File: src/hdl/cpuPkg.sv
package cpuPkg;

  ////////////////////////////////////////////////////////////
  // Machine widths
  ////////////////////////////////////////////////////////////
  parameter int wordWidth  = 16; // Data and address width
  parameter int regIdWidth = 4;  // Register id width, sixteen registers

  ////////////////////////////////////////////////////////////
  // Instruction encodings
  ////////////////////////////////////////////////////////////
  // Opcode in inst[15:12]
  typedef enum logic [3:0] {
    ADD, SUB, XOR, RED, SLL, SRA, ROR, PADDSB,
    LW, SW, LLB, LHB, B, BR, PCS, HLT
  } opcode_t;

  // Branch condition in inst[11:9]
  typedef enum logic [2:0] {
    NE,  // Z clear
    EQ,  // Z set
    GT,  // Z and N both clear
    LT,  // N set
    GE,  // Z set, or Z and N clear
    LE,  // N or Z set
    OV,  // V set
    UNC  // Always
  } cond_t;

  // Flag register from execute
  typedef struct packed {
    logic z; // Zero
    logic v; // Overflow
    logic n; // Negative
  } flags_t;

  ////////////////////////////////////////////////////////////
  // Pipeline bundles leaving decode
  ////////////////////////////////////////////////////////////
  typedef struct packed {
    logic [wordWidth-1:0] aluIn1; // First ALU operand
    logic [wordWidth-1:0] aluIn2; // Second ALU operand
    opcode_t              aluOp;  // ALU function
    logic                 zEn;    // Update Z
    logic                 nvEn;   // Update N and V
  } exBundle_t;                   // 38 bits

  typedef struct packed {
    logic [wordWidth-1:0] memWriteData; // Store data for SW
    logic                 memEnable;    // LW or SW
    logic                 memWrite;     // SW only
  } memBundle_t;                        // 18 bits

  typedef struct packed {
    logic [regIdWidth-1:0] regRd;    // Destination register
    logic                  regWrite; // Write back enable
    logic                  memToReg; // Write back from memory
    logic                  hlt;      // Halt
    logic                  pcs;      // Write back PC
  } wbBundle_t;                      // 8 bits

endpackage
File: src/hdl/regReadIf.sv
`timescale 1ns/100ps
`default_nettype none

// Two read ports of the register file
interface regReadIf import cpuPkg::*; ();
  logic [regIdWidth-1:0] srcReg1;  // Port 1 address
  logic [regIdWidth-1:0] srcReg2;  // Port 2 address
  logic [wordWidth-1:0]  srcData1; // Port 1 data
  logic [wordWidth-1:0]  srcData2; // Port 2 data

  // Operand selector picks the addresses
  modport requester (output srcReg1, srcReg2, input srcData1, srcData2);
  // Register file answers
  modport responder (input srcReg1, srcReg2, output srcData1, srcData2);
endinterface

`default_nettype wire

File: src/hdl/decodeCtrlIf.sv
`timescale 1ns/100ps
`default_nettype none

// Decoded control lines, one level per signal
interface decodeCtrlIf import cpuPkg::*; ();
  logic    aluSrc;    // Immediate as second operand
  logic    memToReg;  // Load result goes to rd
  logic    regWrite;  // rd gets written
  logic    regSrc;    // rd read as first source (LLB/LHB)
  logic    memEnable; // Memory access
  logic    memWrite;  // Store
  logic    branch;    // B or BR
  logic    hlt;
  logic    pcs;
  opcode_t aluOp;     // ALU function
  logic    zEn;       // Z flag update
  logic    nvEn;      // N and V flag update

  modport source (output aluSrc, memToReg, regWrite, regSrc, memEnable, memWrite,
                  branch, hlt, pcs, aluOp, zEn, nvEn);
  modport sink (input aluSrc, memToReg, regWrite, regSrc, memEnable, memWrite,
                hlt, pcs, aluOp, zEn, nvEn);
  // Branch resolver needs only the branch line
  modport branchSink (input branch);
endinterface

`default_nettype wire

File: src/hdl/decodeStage.sv
`timescale 1ns/100ps
`default_nettype none

module decodeStage import cpuPkg::*; (
  input  logic                  clk,
  input  logic                  reset,        // Clears the register file
  input  logic [wordWidth-1:0]  inst,         // Instruction from fetch
  input  logic [wordWidth-1:0]  pcNext,       // Address after inst
  input  flags_t                flags,        // Flag register
  input  logic [regIdWidth-1:0] wbRegRd,      // Write-back destination
  input  logic                  wbRegWrite,   // Write-back strobe
  input  logic [wordWidth-1:0]  wbData,       // Write-back data
  output exBundle_t             exSignals,
  output memBundle_t            memSignals,
  output wbBundle_t             wbSignals,
  output logic                  isBranch,
  output logic [wordWidth-1:0]  branchTarget,
  output logic                  taken         // Branch condition holds
);

  decodeCtrlIf ctrlBus ();  // Decoder to consumers
  regReadIf    readBus ();  // Operand selector to register file

  ////////////////////////////////////////////////////////////
  // Decoder and register file side by side
  ////////////////////////////////////////////////////////////
  controlUnit iControl (
    .opcode (opcode_t'(inst[15:12])),
    .ctrl   (ctrlBus.source)
  );

  registerFile iRegFile (
    .clk        (clk),
    .reset      (reset),
    .rd         (readBus.responder),
    .wbRegRd    (wbRegRd),
    .wbRegWrite (wbRegWrite),
    .wbData     (wbData)
  );

  ////////////////////////////////////////////////////////////
  // Operands, bundles and branch resolution
  ////////////////////////////////////////////////////////////
  operandSelect iOperands (
    .inst (inst),
    .ctrl (ctrlBus.sink),
    .rd   (readBus.requester),
    .ex   (exSignals),
    .mem  (memSignals),
    .wb   (wbSignals)
  );

  branchControl iBranch (
    .inst     (inst),
    .branch   (ctrlBus.branchSink),
    .flags    (flags),
    .rsData   (readBus.srcData1), // rs read on port 1 for BR
    .pcNext   (pcNext),
    .isBranch (isBranch),
    .taken    (taken),
    .target   (branchTarget)
  );

endmodule

`default_nettype wire

File: src/hdl/branchControl.sv
`timescale 1ns/100ps
`default_nettype none

module branchControl import cpuPkg::*; (
  input  logic [wordWidth-1:0] inst,     // Instruction word
  decodeCtrlIf.branchSink      branch,   // Branch line from decoder
  input  flags_t               flags,    // Z, V, N
  input  logic [wordWidth-1:0] rsData,   // BR target register
  input  logic [wordWidth-1:0] pcNext,   // Fall-through address
  output logic                 isBranch,
  output logic                 taken,
  output logic [wordWidth-1:0] target
);

  opcode_t              opcode;
  cond_t                cond;         // inst[11:9]
  logic                 condMet;
  logic [wordWidth-1:0] branchOffset; // 9-bit word offset as bytes

  assign opcode       = opcode_t'(inst[15:12]);
  assign cond         = cond_t'(inst[11:9]);
  assign branchOffset = {{(wordWidth-10){inst[8]}}, inst[8:0], 1'b0};

  ////////////////////////////////////////////////////////////
  // Condition check
  ////////////////////////////////////////////////////////////
  always_comb begin
    case (cond)
      NE:      condMet = !flags.z;
      EQ:      condMet = flags.z;
      GT:      condMet = !flags.z && !flags.n;
      LT:      condMet = flags.n;
      GE:      condMet = flags.z || (!flags.z && !flags.n);
      LE:      condMet = flags.n || flags.z;
      OV:      condMet = flags.v;
      default: condMet = 1'b1; // UNC
    endcase
  end

  assign isBranch = branch.branch;
  assign taken    = branch.branch && condMet;

  // Target, fall through for anything but B and BR
  always_comb begin
    if (opcode == BR) begin
      target = rsData;                // Register indirect
    end else if (opcode == B) begin
      target = pcNext + branchOffset; // PC relative
    end else begin
      target = pcNext;
    end
  end

endmodule

`default_nettype wire

File: src/hdl/operandSelect.sv
`timescale 1ns/100ps
`default_nettype none

module operandSelect import cpuPkg::*; (
  input  logic [wordWidth-1:0] inst, // Instruction word
  decodeCtrlIf.sink            ctrl, // Decoded control lines
  regReadIf.requester          rd,   // Register read ports
  output exBundle_t            ex,   // To execute
  output memBundle_t           mem,  // To memory
  output wbBundle_t            wb    // To write-back
);

  logic [regIdWidth-1:0] regRd;     // inst[11:8]
  logic [regIdWidth-1:0] regRs;     // inst[7:4]
  logic [regIdWidth-1:0] regRt;     // inst[3:0]
  logic [wordWidth-1:0]  memOffset; // Sign-extended LW/SW offset
  logic [wordWidth-1:0]  immValue;  // Zero-extended ALU immediate
  logic [wordWidth-1:0]  aluIn2;

  ////////////////////////////////////////////////////////////
  // Register addresses
  ////////////////////////////////////////////////////////////
  assign regRd = inst[11:8];
  assign regRs = inst[7:4];
  assign regRt = inst[3:0];

  assign rd.srcReg1 = ctrl.regSrc ? regRd : regRs;   // LLB/LHB modify rd in place
  assign rd.srcReg2 = ctrl.memWrite ? regRd : regRt; // SW stores rd

  ////////////////////////////////////////////////////////////
  // Second ALU operand
  ////////////////////////////////////////////////////////////
  assign memOffset = {{(wordWidth-4){inst[3]}}, inst[3:0]};
  // Byte immediate for LLB/LHB, else shift amount
  assign immValue = ctrl.regSrc ? {{(wordWidth-8){1'b0}}, inst[7:0]}
                                : {{(wordWidth-4){1'b0}}, inst[3:0]};

  always_comb begin
    if (ctrl.memEnable) begin
      aluIn2 = memOffset;   // Address = base + offset
    end else if (ctrl.aluSrc) begin
      aluIn2 = immValue;
    end else begin
      aluIn2 = rd.srcData2; // Register-register form
    end
  end

  // Pack the bundles
  assign ex  = '{aluIn1: rd.srcData1, aluIn2: aluIn2, aluOp: ctrl.aluOp,
                 zEn: ctrl.zEn, nvEn: ctrl.nvEn};
  assign mem = '{memWriteData: rd.srcData2, memEnable: ctrl.memEnable,
                 memWrite: ctrl.memWrite};
  assign wb  = '{regRd: regRd, regWrite: ctrl.regWrite, memToReg: ctrl.memToReg,
                 hlt: ctrl.hlt, pcs: ctrl.pcs};

endmodule

`default_nettype wire

File: src/hdl/registerFile.sv
`timescale 1ns/100ps
`default_nettype none

module registerFile import cpuPkg::*; (
  input  logic                  clk,
  input  logic                  reset,      // Synchronous clear
  regReadIf.responder           rd,         // Two read ports
  input  logic [regIdWidth-1:0] wbRegRd,    // Write address from write-back
  input  logic                  wbRegWrite, // Write strobe
  input  logic [wordWidth-1:0]  wbData      // Write data
);

  localparam int numRegs = 2**regIdWidth;

  logic [wordWidth-1:0] regs [numRegs]; // Entry 0 never written

  ////////////////////////////////////////////////////////////
  // Write port
  ////////////////////////////////////////////////////////////
  always_ff @(posedge clk) begin
    if (reset) begin
      for (int i = 0; i < numRegs; i++) begin
        regs[i] <= '0;
      end
    end else if (wbRegWrite && (wbRegRd != '0)) begin // R0 ignores writes
      regs[wbRegRd] <= wbData;
    end
  end

  // One read port, zero register first, then same-cycle bypass
  function automatic logic [wordWidth-1:0] readPort(input logic [regIdWidth-1:0] addr);
    if (addr == '0) begin
      return '0;
    end
    if (wbRegWrite && (addr == wbRegRd)) begin
      return wbData; // Write in flight wins
    end
    return regs[addr];
  endfunction

  always_comb begin
    rd.srcData1 = readPort(rd.srcReg1);
    rd.srcData2 = readPort(rd.srcReg2);
  end

endmodule

`default_nettype wire

File: src/hdl/controlUnit.sv
`timescale 1ns/100ps
`default_nettype none

module controlUnit import cpuPkg::*; (
  input opcode_t      opcode, // inst[15:12]
  decodeCtrlIf.source ctrl    // Decoded control lines
);

  ////////////////////////////////////////////////////////////
  // Opcode table
  ////////////////////////////////////////////////////////////
  always_comb begin
    // Everything off unless the opcode says otherwise
    ctrl.aluSrc    = 1'b0;
    ctrl.memToReg  = 1'b0;
    ctrl.regWrite  = 1'b0;
    ctrl.regSrc    = 1'b0;
    ctrl.memEnable = 1'b0;
    ctrl.memWrite  = 1'b0;
    ctrl.branch    = 1'b0;
    ctrl.hlt       = 1'b0;
    ctrl.pcs       = 1'b0;
    ctrl.aluOp     = ADD;  // Address add for memory, don't care elsewhere
    ctrl.zEn       = 1'b0;
    ctrl.nvEn      = 1'b0;
    case (opcode)
      ADD, SUB: begin
        ctrl.regWrite = 1'b1;
        ctrl.aluOp    = opcode;
        ctrl.zEn      = 1'b1;
        ctrl.nvEn     = 1'b1; // Only arithmetic sets N and V
      end
      XOR: begin
        ctrl.regWrite = 1'b1;
        ctrl.aluOp    = opcode;
        ctrl.zEn      = 1'b1;
      end
      RED, PADDSB: begin       // No flag update
        ctrl.regWrite = 1'b1;
        ctrl.aluOp    = opcode;
      end
      SLL, SRA, ROR: begin     // 4-bit shift amount
        ctrl.regWrite = 1'b1;
        ctrl.aluSrc   = 1'b1;
        ctrl.aluOp    = opcode;
        ctrl.zEn      = 1'b1;
      end
      LW: begin
        ctrl.regWrite  = 1'b1;
        ctrl.memToReg  = 1'b1;
        ctrl.memEnable = 1'b1;
      end
      SW: begin
        ctrl.memEnable = 1'b1;
        ctrl.memWrite  = 1'b1; // Also steers rd onto read port 2
      end
      LLB, LHB: begin          // rd read, byte immediate merged in
        ctrl.regWrite = 1'b1;
        ctrl.aluSrc   = 1'b1;
        ctrl.regSrc   = 1'b1;
        ctrl.aluOp    = opcode;
      end
      B, BR: ctrl.branch = 1'b1;
      PCS: begin
        ctrl.regWrite = 1'b1;
        ctrl.pcs      = 1'b1;
      end
      HLT: ctrl.hlt = 1'b1;
    endcase
  end

endmodule

`default_nettype wire

File: config.mk
export PLATFORM = sky130hd
export DESIGN_NAME = decodeStage
export DESIGN_NICKNAME = d
export VERILOG_FILES = /design/src/hdl/cpuPkg.sv /design/src/hdl/regReadIf.sv /design/src/hdl/decodeCtrlIf.sv /design/src/hdl/decodeStage.sv /design/src/hdl/branchControl.sv /design/src/hdl/operandSelect.sv /design/src/hdl/registerFile.sv /design/src/hdl/controlUnit.sv
export SDC_FILE = /design/constraint.sdc
export NUM_CORES = 1
export LEC_CHECK = 0
export BUFFER_PORTS_ARGS = -buffer_cell sky130_fd_sc_hd__buf_2
export CAP_MARGIN = 20
export CORE_MARGIN = 5
export CORE_UTILIZATION = 50
export DETAILED_ROUTE_END_ITERATION = 10
export PLACE_DENSITY = 0.71
export SETUP_SLACK_MARGIN = 0.2
export SYNTH_ARGS = -nofsm -noshare
export SYNTH_HDL_FRONTEND = slang
export SYNTH_SLANG_ARGS = --single-unit
export TNS_END_PERCENT = 100
File: constraint.sdc
create_clock -name clk -period 2.07 [get_ports clk]
set_input_delay 0.1035 -clock clk [delete_from_list [all_inputs] [get_ports clk]]
set_output_delay 0.1035 -clock clk [all_outputs]
set_load 0.01 [all_outputs]
==> impl_metrics.env, run 1 <==
export IMPL_num_vias=16800
export IMPL_wirelength_um=74800
export IMPL_ant_nets=0
export IMPL_drive_gt1_share_pct=43.9
export IMPL_fin_area_um2=24400
export IMPL_synth_warnings=0
export IMPL_power_density_nw_per_um2=665
export IMPL_drv_slew=0
export IMPL_setup_slack_ps=-612
export IMPL_drt_iter0_drc=2469
export IMPL_top_register="iRegFile.regs"
export IMPL_clock_root_buffer="clkbuf_16"
export IMPL_cts_buffers=28
export IMPL_grt_setup_unrepaired="true"
export IMPL_ys_top_cells_by_area="edfxtp_1, and2_1, mux2i_1, nand2_1, mux2_2"
export IMPL_p_leak_nw=9.99
export IMPL_synth_avg_cell_area_um2=10.1
export IMPL_nNetsFinal=2133
export IMPL_wl_per_cell_um=29.6
export IMPL_final_common_cell="edfxtp_1"
export IMPL_ioPinCount=140
export IMPL_place_gp_congestion=1.03
export IMPL_hold_end="iRegFile.regs[1][4]"
export IMPL_fmaxAchievable_ghz=0.373
export IMPL_viasPerCell=6.67
export IMPL_grt_max_degree=32
export IMPL_post_route_min_period_ps=2680
export IMPL_dpl_cell_area_um2=19700
export IMPL_cpMaxStageDelayCell="mux2_4"
export IMPL_worst_setup_path_start_kind="primary input"
export IMPL_violations="setup timing"
export IMPL_syn2layout_area_growth_pct=48.4
export IMPL_htree_num_levels=1
export IMPL_hold_class="in2reg"
export IMPL_antenna_found_initial=2
export IMPL_synth_distinct_cells=74
export IMPL_synth_edf_count=256
export IMPL_reg_top3="iRegFile.regs x256"
export IMPL_async_flop_share_pct=0
export IMPL_yosysTopAreaCell="edfxtp_1"
export IMPL_final_core_util_pct=75.0
export IMPL_synth_cells=1620
export IMPL_grt_pass1_wl_um=104000
export IMPL_yosysSeqAreaShare_pct=46.8
export IMPL_gr_usage_all_layers_pct=38.3
export IMPL_drt_pass1_iterations=6
export IMPL_clockBufferDepth=3
export IMPL_critical_path_class="in2out"
export IMPL_worstPathArrival_ps=2580
export IMPL_overflow=0
export IMPL_setup_violations=64
export IMPL_clk_pin_slew_worst_paths_ps=60
export IMPL_slew_headroom_pct=52.4
export IMPL_slowest_delay_ps=390
export IMPL_dieArea_um2=36600
export IMPL_cts_tree="built"
export IMPL_crit_top_cell="buf_6"
export IMPL_cts_hold_buffers=0
export IMPL_coreArea_um2=32500
export IMPL_die_width_um=191
export IMPL_hold_viol_final=0
export IMPL_cp_required_ps=1970
export IMPL_initial_utilization_pct=50.5
export IMPL_drcViolationCount=0
export IMPL_max_slew_worst_pin_slew_ps=709
export IMPL_fin_total_pwr_mw=16.2
export IMPL_hp_start="wbData[4]"
export IMPL_synth_seq_cells=256
export IMPL_cp_cell_sequence="buf_12 > nand4bb_1 > buf_6 > buf_6 > mux2_4 > buf_6 > buf_6 > buf_16 > mux2i_4 > a32oi_2 > o211ai_1 > o22ai_1 > a211o_1 > buf_2"
export IMPL_rows=66
export IMPL_min_delay_path_depth=2
export IMPL_die_h_um=191
export IMPL_drv_cap=0
export IMPL_syn_cell_area_um2=16400
export IMPL_irDropWorstVdd_uv=622
export IMPL_cts_sinks=256
export IMPL_dominantRegCellSynth="edfxtp_1"
export IMPL_synth_top_cell_area_share_pct=46.8
export IMPL_dp_final_hpwl_um=46700
export IMPL_final_cell_mix="edfxtp_1, and2_1, buf_4"
export IMPL_endpoint_kind="output port"
export IMPL_critPathMaxFanout=6
export IMPL_largest_reg_flops=256
export IMPL_grt_pass1_vias=16100
export IMPL_numPortBuffers=139
export IMPL_fin_crit_sh_pct=130
export IMPL_status="finished, violations left"
export IMPL_setup_tns_final_ps=-27000
## synth_stat cells, drive strengths merged, types with 12 or more instances
library cell	count
and2	246
inv	23
buf	65
a32oi	23
mux2	52
or2	24
a211oi	17
nor2	71
nor3	18
clkbuf	68
nand2	257
a31oi	15
ha	14
edfxtp	256
nand3	66
and3	14
o221ai	15
o211ai	14
a221oi	20
a21oi	28
mux2i	118
a32o	12
o22ai	26
o21ai	29
## final cells by class
class,instances,area [um^2]
flip-flops and latches,256,7690
inverters,23,104
clock buffers,35,748
well taps,442,553
repair buffers,526,5130
fillers,2040,8140
clock inverters,16,130
multi-input cells,1225,10000
diodes,1,2.50
## kinds of logic (layout without fill, tap and decap cells)
kind of cell             count (synthesis)  after routing  synth area share [%]
multiplexers                           179            179                  12.1
adder cells (fa/ha/maj)                 15             15                  1.19
XOR/XNOR                                12             12                 0.639
buffers and inverters                  156            600                  4.45
other                                    1             17                0.0228
AO/OA/AOI/OAI                          270            272                  12.2
flip-flops                             256            256                  46.8
AND/OR/NAND/NOR                        731            731                  22.7
## timing repair
action | CTS | global route
pin swaps | 110 | 87
gates resized for setup | 367 | 121
cloned | 19 | 2
setup buffers | 79 | 26
endpoints found under the setup margin | 64 | 64
## stage by stage
step	std cells	setup slack [ps]	hold WS [ps]
after CTS	2495	-471	95.5
after global routing	2524	-611	122
after floorplan	1635	-39.6	299
after detailed placement	2346	-685	571
after global placement	2346	-645	572
final	2524	-612	111
## routing by layer
metal / GRT usage (%) / share of wire [%] / up-vias
met3: 11.0 / 16 / 438
met1: 50.0 / 34 / 7924
met4: 17.7 / 7.4 / 2
met2: 59.2 / 43 / 1616
met5: 0 / 0.017 / -
li1: - / - / 6855
## critical path: cells and delay by family
kind | cells | cell delay (ps)
and+or+nand+nor | 1 | 200
buffers and inverters | 7 | 930
muxes | 2 | 580
AOI/OAI and AO/OA | 4 | 760
## power breakdown
part           total (mW)  internal (mW)  switching, mW  leakage [nW]
clock                4.92           2.79           2.13         0.422
combinational        5.03           2.33           2.70          7.13
sequential           6.27           6.02          0.247          2.45
total                16.2           11.1           5.08          9.99
## worst max-delay path by stage
stage | start | endpoint | slack, ps | depth (start not counted)
2_1_floorplan | inst[0] | branchTarget[15] | -40 | 10
3_3_place_gp | inst[13] | branchTarget[13] | -650 | 12
3_5_place_dp | inst[13] | exSignals[30] | -690 | 11
4_1_cts | iRegFile.regs[15][13] | branchTarget[13] | -470 | 7
5_1_grt | inst[13] | exSignals[19] | -610 | 14
6_report | inst[13] | exSignals[19] | -610 | 14
(Power assumes the default switching activity.)
==> run 2: changes to the inputs <==
--- a/config.mk
+++ b/config.mk
@@ -11,6 +11,7 @@
 export CORE_UTILIZATION = 50
 export DETAILED_ROUTE_END_ITERATION = 10
 export PLACE_DENSITY = 0.71
+export RECOVER_POWER = 25
 export SETUP_SLACK_MARGIN = 0.2
 export SYNTH_ARGS = -nofsm -noshare
 export SYNTH_HDL_FRONTEND = slang
==> impl_metrics.env, run 2 (synthesis gave the netlist of run 1 again) <==
export IMPL_status="finished, violations left"
export IMPL_violations="capacitance limit, slew limit, setup timing"
export IMPL_coreArea_um2=32500
export IMPL_drive_gt1_share_pct=43.3
export IMPL_grt_max_degree=32
export IMPL_final_common_cell="edfxtp_1"
export IMPL_reg_top3="iRegFile.regs x256"
export IMPL_endpoint_kind="output port"
export IMPL_rows=66
export IMPL_wirelength_um=74800
export IMPL_ioPinCount=140
export IMPL_wl_per_cell_um=29.6
export IMPL_die_h_um=191
export IMPL_clockBufferDepth=3
export IMPL_irDropWorstVdd_uv=636
export IMPL_cp_required_ps=1970
export IMPL_setup_tns_final_ps=-103230
export IMPL_post_route_min_period_ps=2670
export IMPL_drv_cap=1
export IMPL_clk_pin_slew_worst_paths_ps=60
export IMPL_fmaxAchievable_ghz=0.375
export IMPL_gr_usage_all_layers_pct=38.3
export IMPL_cts_buffers=28
export IMPL_post_place_ws_ps=-685
export IMPL_die_width_um=191
export IMPL_hold_class="in2reg"
export IMPL_hold_end="iRegFile.regs[1][4]"
export IMPL_cts_sinks=256
export IMPL_nNetsFinal=2133
export IMPL_final_core_util_pct=74.9
export IMPL_max_slew_worst_pin_slew_ps=2160
export IMPL_grt_setup_unrepaired="true"
export IMPL_drt_pass1_iterations=7
export IMPL_fin_crit_sh_pct=129
export IMPL_numPortBuffers=139
export IMPL_hold_viol_final=0
export IMPL_antenna_found_initial=1
export IMPL_ant_nets=0
export IMPL_grt_pass1_wl_um=104000
export IMPL_initial_utilization_pct=50.5
export IMPL_hp_start="wbData[4]"
export IMPL_p_leak_nw=9.95
export IMPL_grt_pass1_vias=16100
export IMPL_place_gp_congestion=1.03
export IMPL_slowest_delay_ps=390
export IMPL_min_delay_path_depth=2
export IMPL_critical_path_class="in2out"
export IMPL_setup_slack_ps=-600
export IMPL_syn2layout_area_growth_pct=48.2
export IMPL_setup_violations=304
export IMPL_cp_top_family="buffers and inverters"
export IMPL_drv_slew=32
export IMPL_cts_tree="built"
export IMPL_worstPathArrival_ps=2570
export IMPL_slew_headroom_pct=-43.7
export IMPL_power_density_nw_per_um2=666
export IMPL_cp_cell_sequence="buf_12 > nand4bb_1 > buf_6 > buf_6 > mux2_4 > buf_12 > buf_16 > nor2_2 > a21oi_1 > o211ai_1 > a2bb2oi_2 > o211ai_1 > buf_2"
export IMPL_drcViolationCount=0
export IMPL_cts_hold_buffers=0
export IMPL_largest_reg_flops=256
export IMPL_dieArea_um2=36600
export IMPL_num_vias=16800
export IMPL_cpMaxStageDelayCell="mux2_4"
export IMPL_final_cell_mix="edfxtp_1, and2_1, nand2_1"
export IMPL_htree_num_levels=1
export IMPL_path_buf_inv=6
export IMPL_viasPerCell=6.65
export IMPL_overflow=0
export IMPL_top_register="iRegFile.regs"
export IMPL_drt_iter0_drc=2660
export IMPL_fillCellCount=2049
export IMPL_clock_root_buffer="clkbuf_16"
export IMPL_critPathMaxFanout=10
export IMPL_dp_final_hpwl_um=46700
export IMPL_worst_setup_path_start_kind="primary input"
## run 2: cell count changes in the layout (fill, tap and decap cells not counted)
cell / delta
buf_12: -1
buf_2: -9
buf_4: -2
clkbuf_1: +12
## run 2: where the power goes
group | switching, mW | internal [mW]
clock | 2.13 | 2.79
combinational | 2.70 | 2.33
sequential | 0.247 | 6.02
## run 2: layout make-up
cell class	instances	area, um^2	area share [%]
Clock buffer	35	748	3.07
Clock inverter	16	130	0.534
Tap cell	442	553	2.27
Antenna cell	1	2.50	0.0103
Inverter	23	104	0.426
Timing Repair Buffer	526	5100	20.9
Sequential cell	256	7690	31.6
Multi-Input combinational cell	1225	10000	41.2
## run 2: per-stage QoR
step / hold slack [ps] / instances / total power [mW] / area [um^2]
finish: 108 / 2524 / 16.2 / 24400
global route: 122 / 2524 / 16.5 / 24400
CTS: 95.5 / 2495 / 15.5 / 23400
detailed placement: 571 / 2346 / 9.77 / 19700
global placement: 572 / 2346 / 9.71 / 19700
floorplan: 299 / 1635 / 8.15 / 17000
## run 2: how the worst max path moves through the flow
| stage | startpoint | end | slack, ps | cells after the start |
|---|---|---|---|---|
| finish | inst[13] | exSignals[21] | -600 | 13 |
| global route | inst[13] | exSignals[19] | -610 | 14 |
| CTS | iRegFile.regs[15][13] | branchTarget[13] | -470 | 7 |
| detailed placement | inst[13] | exSignals[30] | -690 | 11 |
| global placement | inst[13] | branchTarget[13] | -650 | 12 |
| floorplan | inst[0] | branchTarget[15] | -40 | 10 |
## run 2: repair_timing
item                       4_1_cts  5_1_grt
pin swaps                      110       87
gates resized for setup        367      121
setup endpoints to repair       64       64
cloned                          19        2
buffers inserted                79       26
## run 2: routing by layer
layer  vias to the layer above  part of all wire (%)  GRT usage [%]
li1                       6851                     -              -
met1                      7913                    34           50.0
met2                      1588                    43           59.2
met3                       422                    16           11.0
met4                         0                   7.5           17.7
met5                         -                     0              0
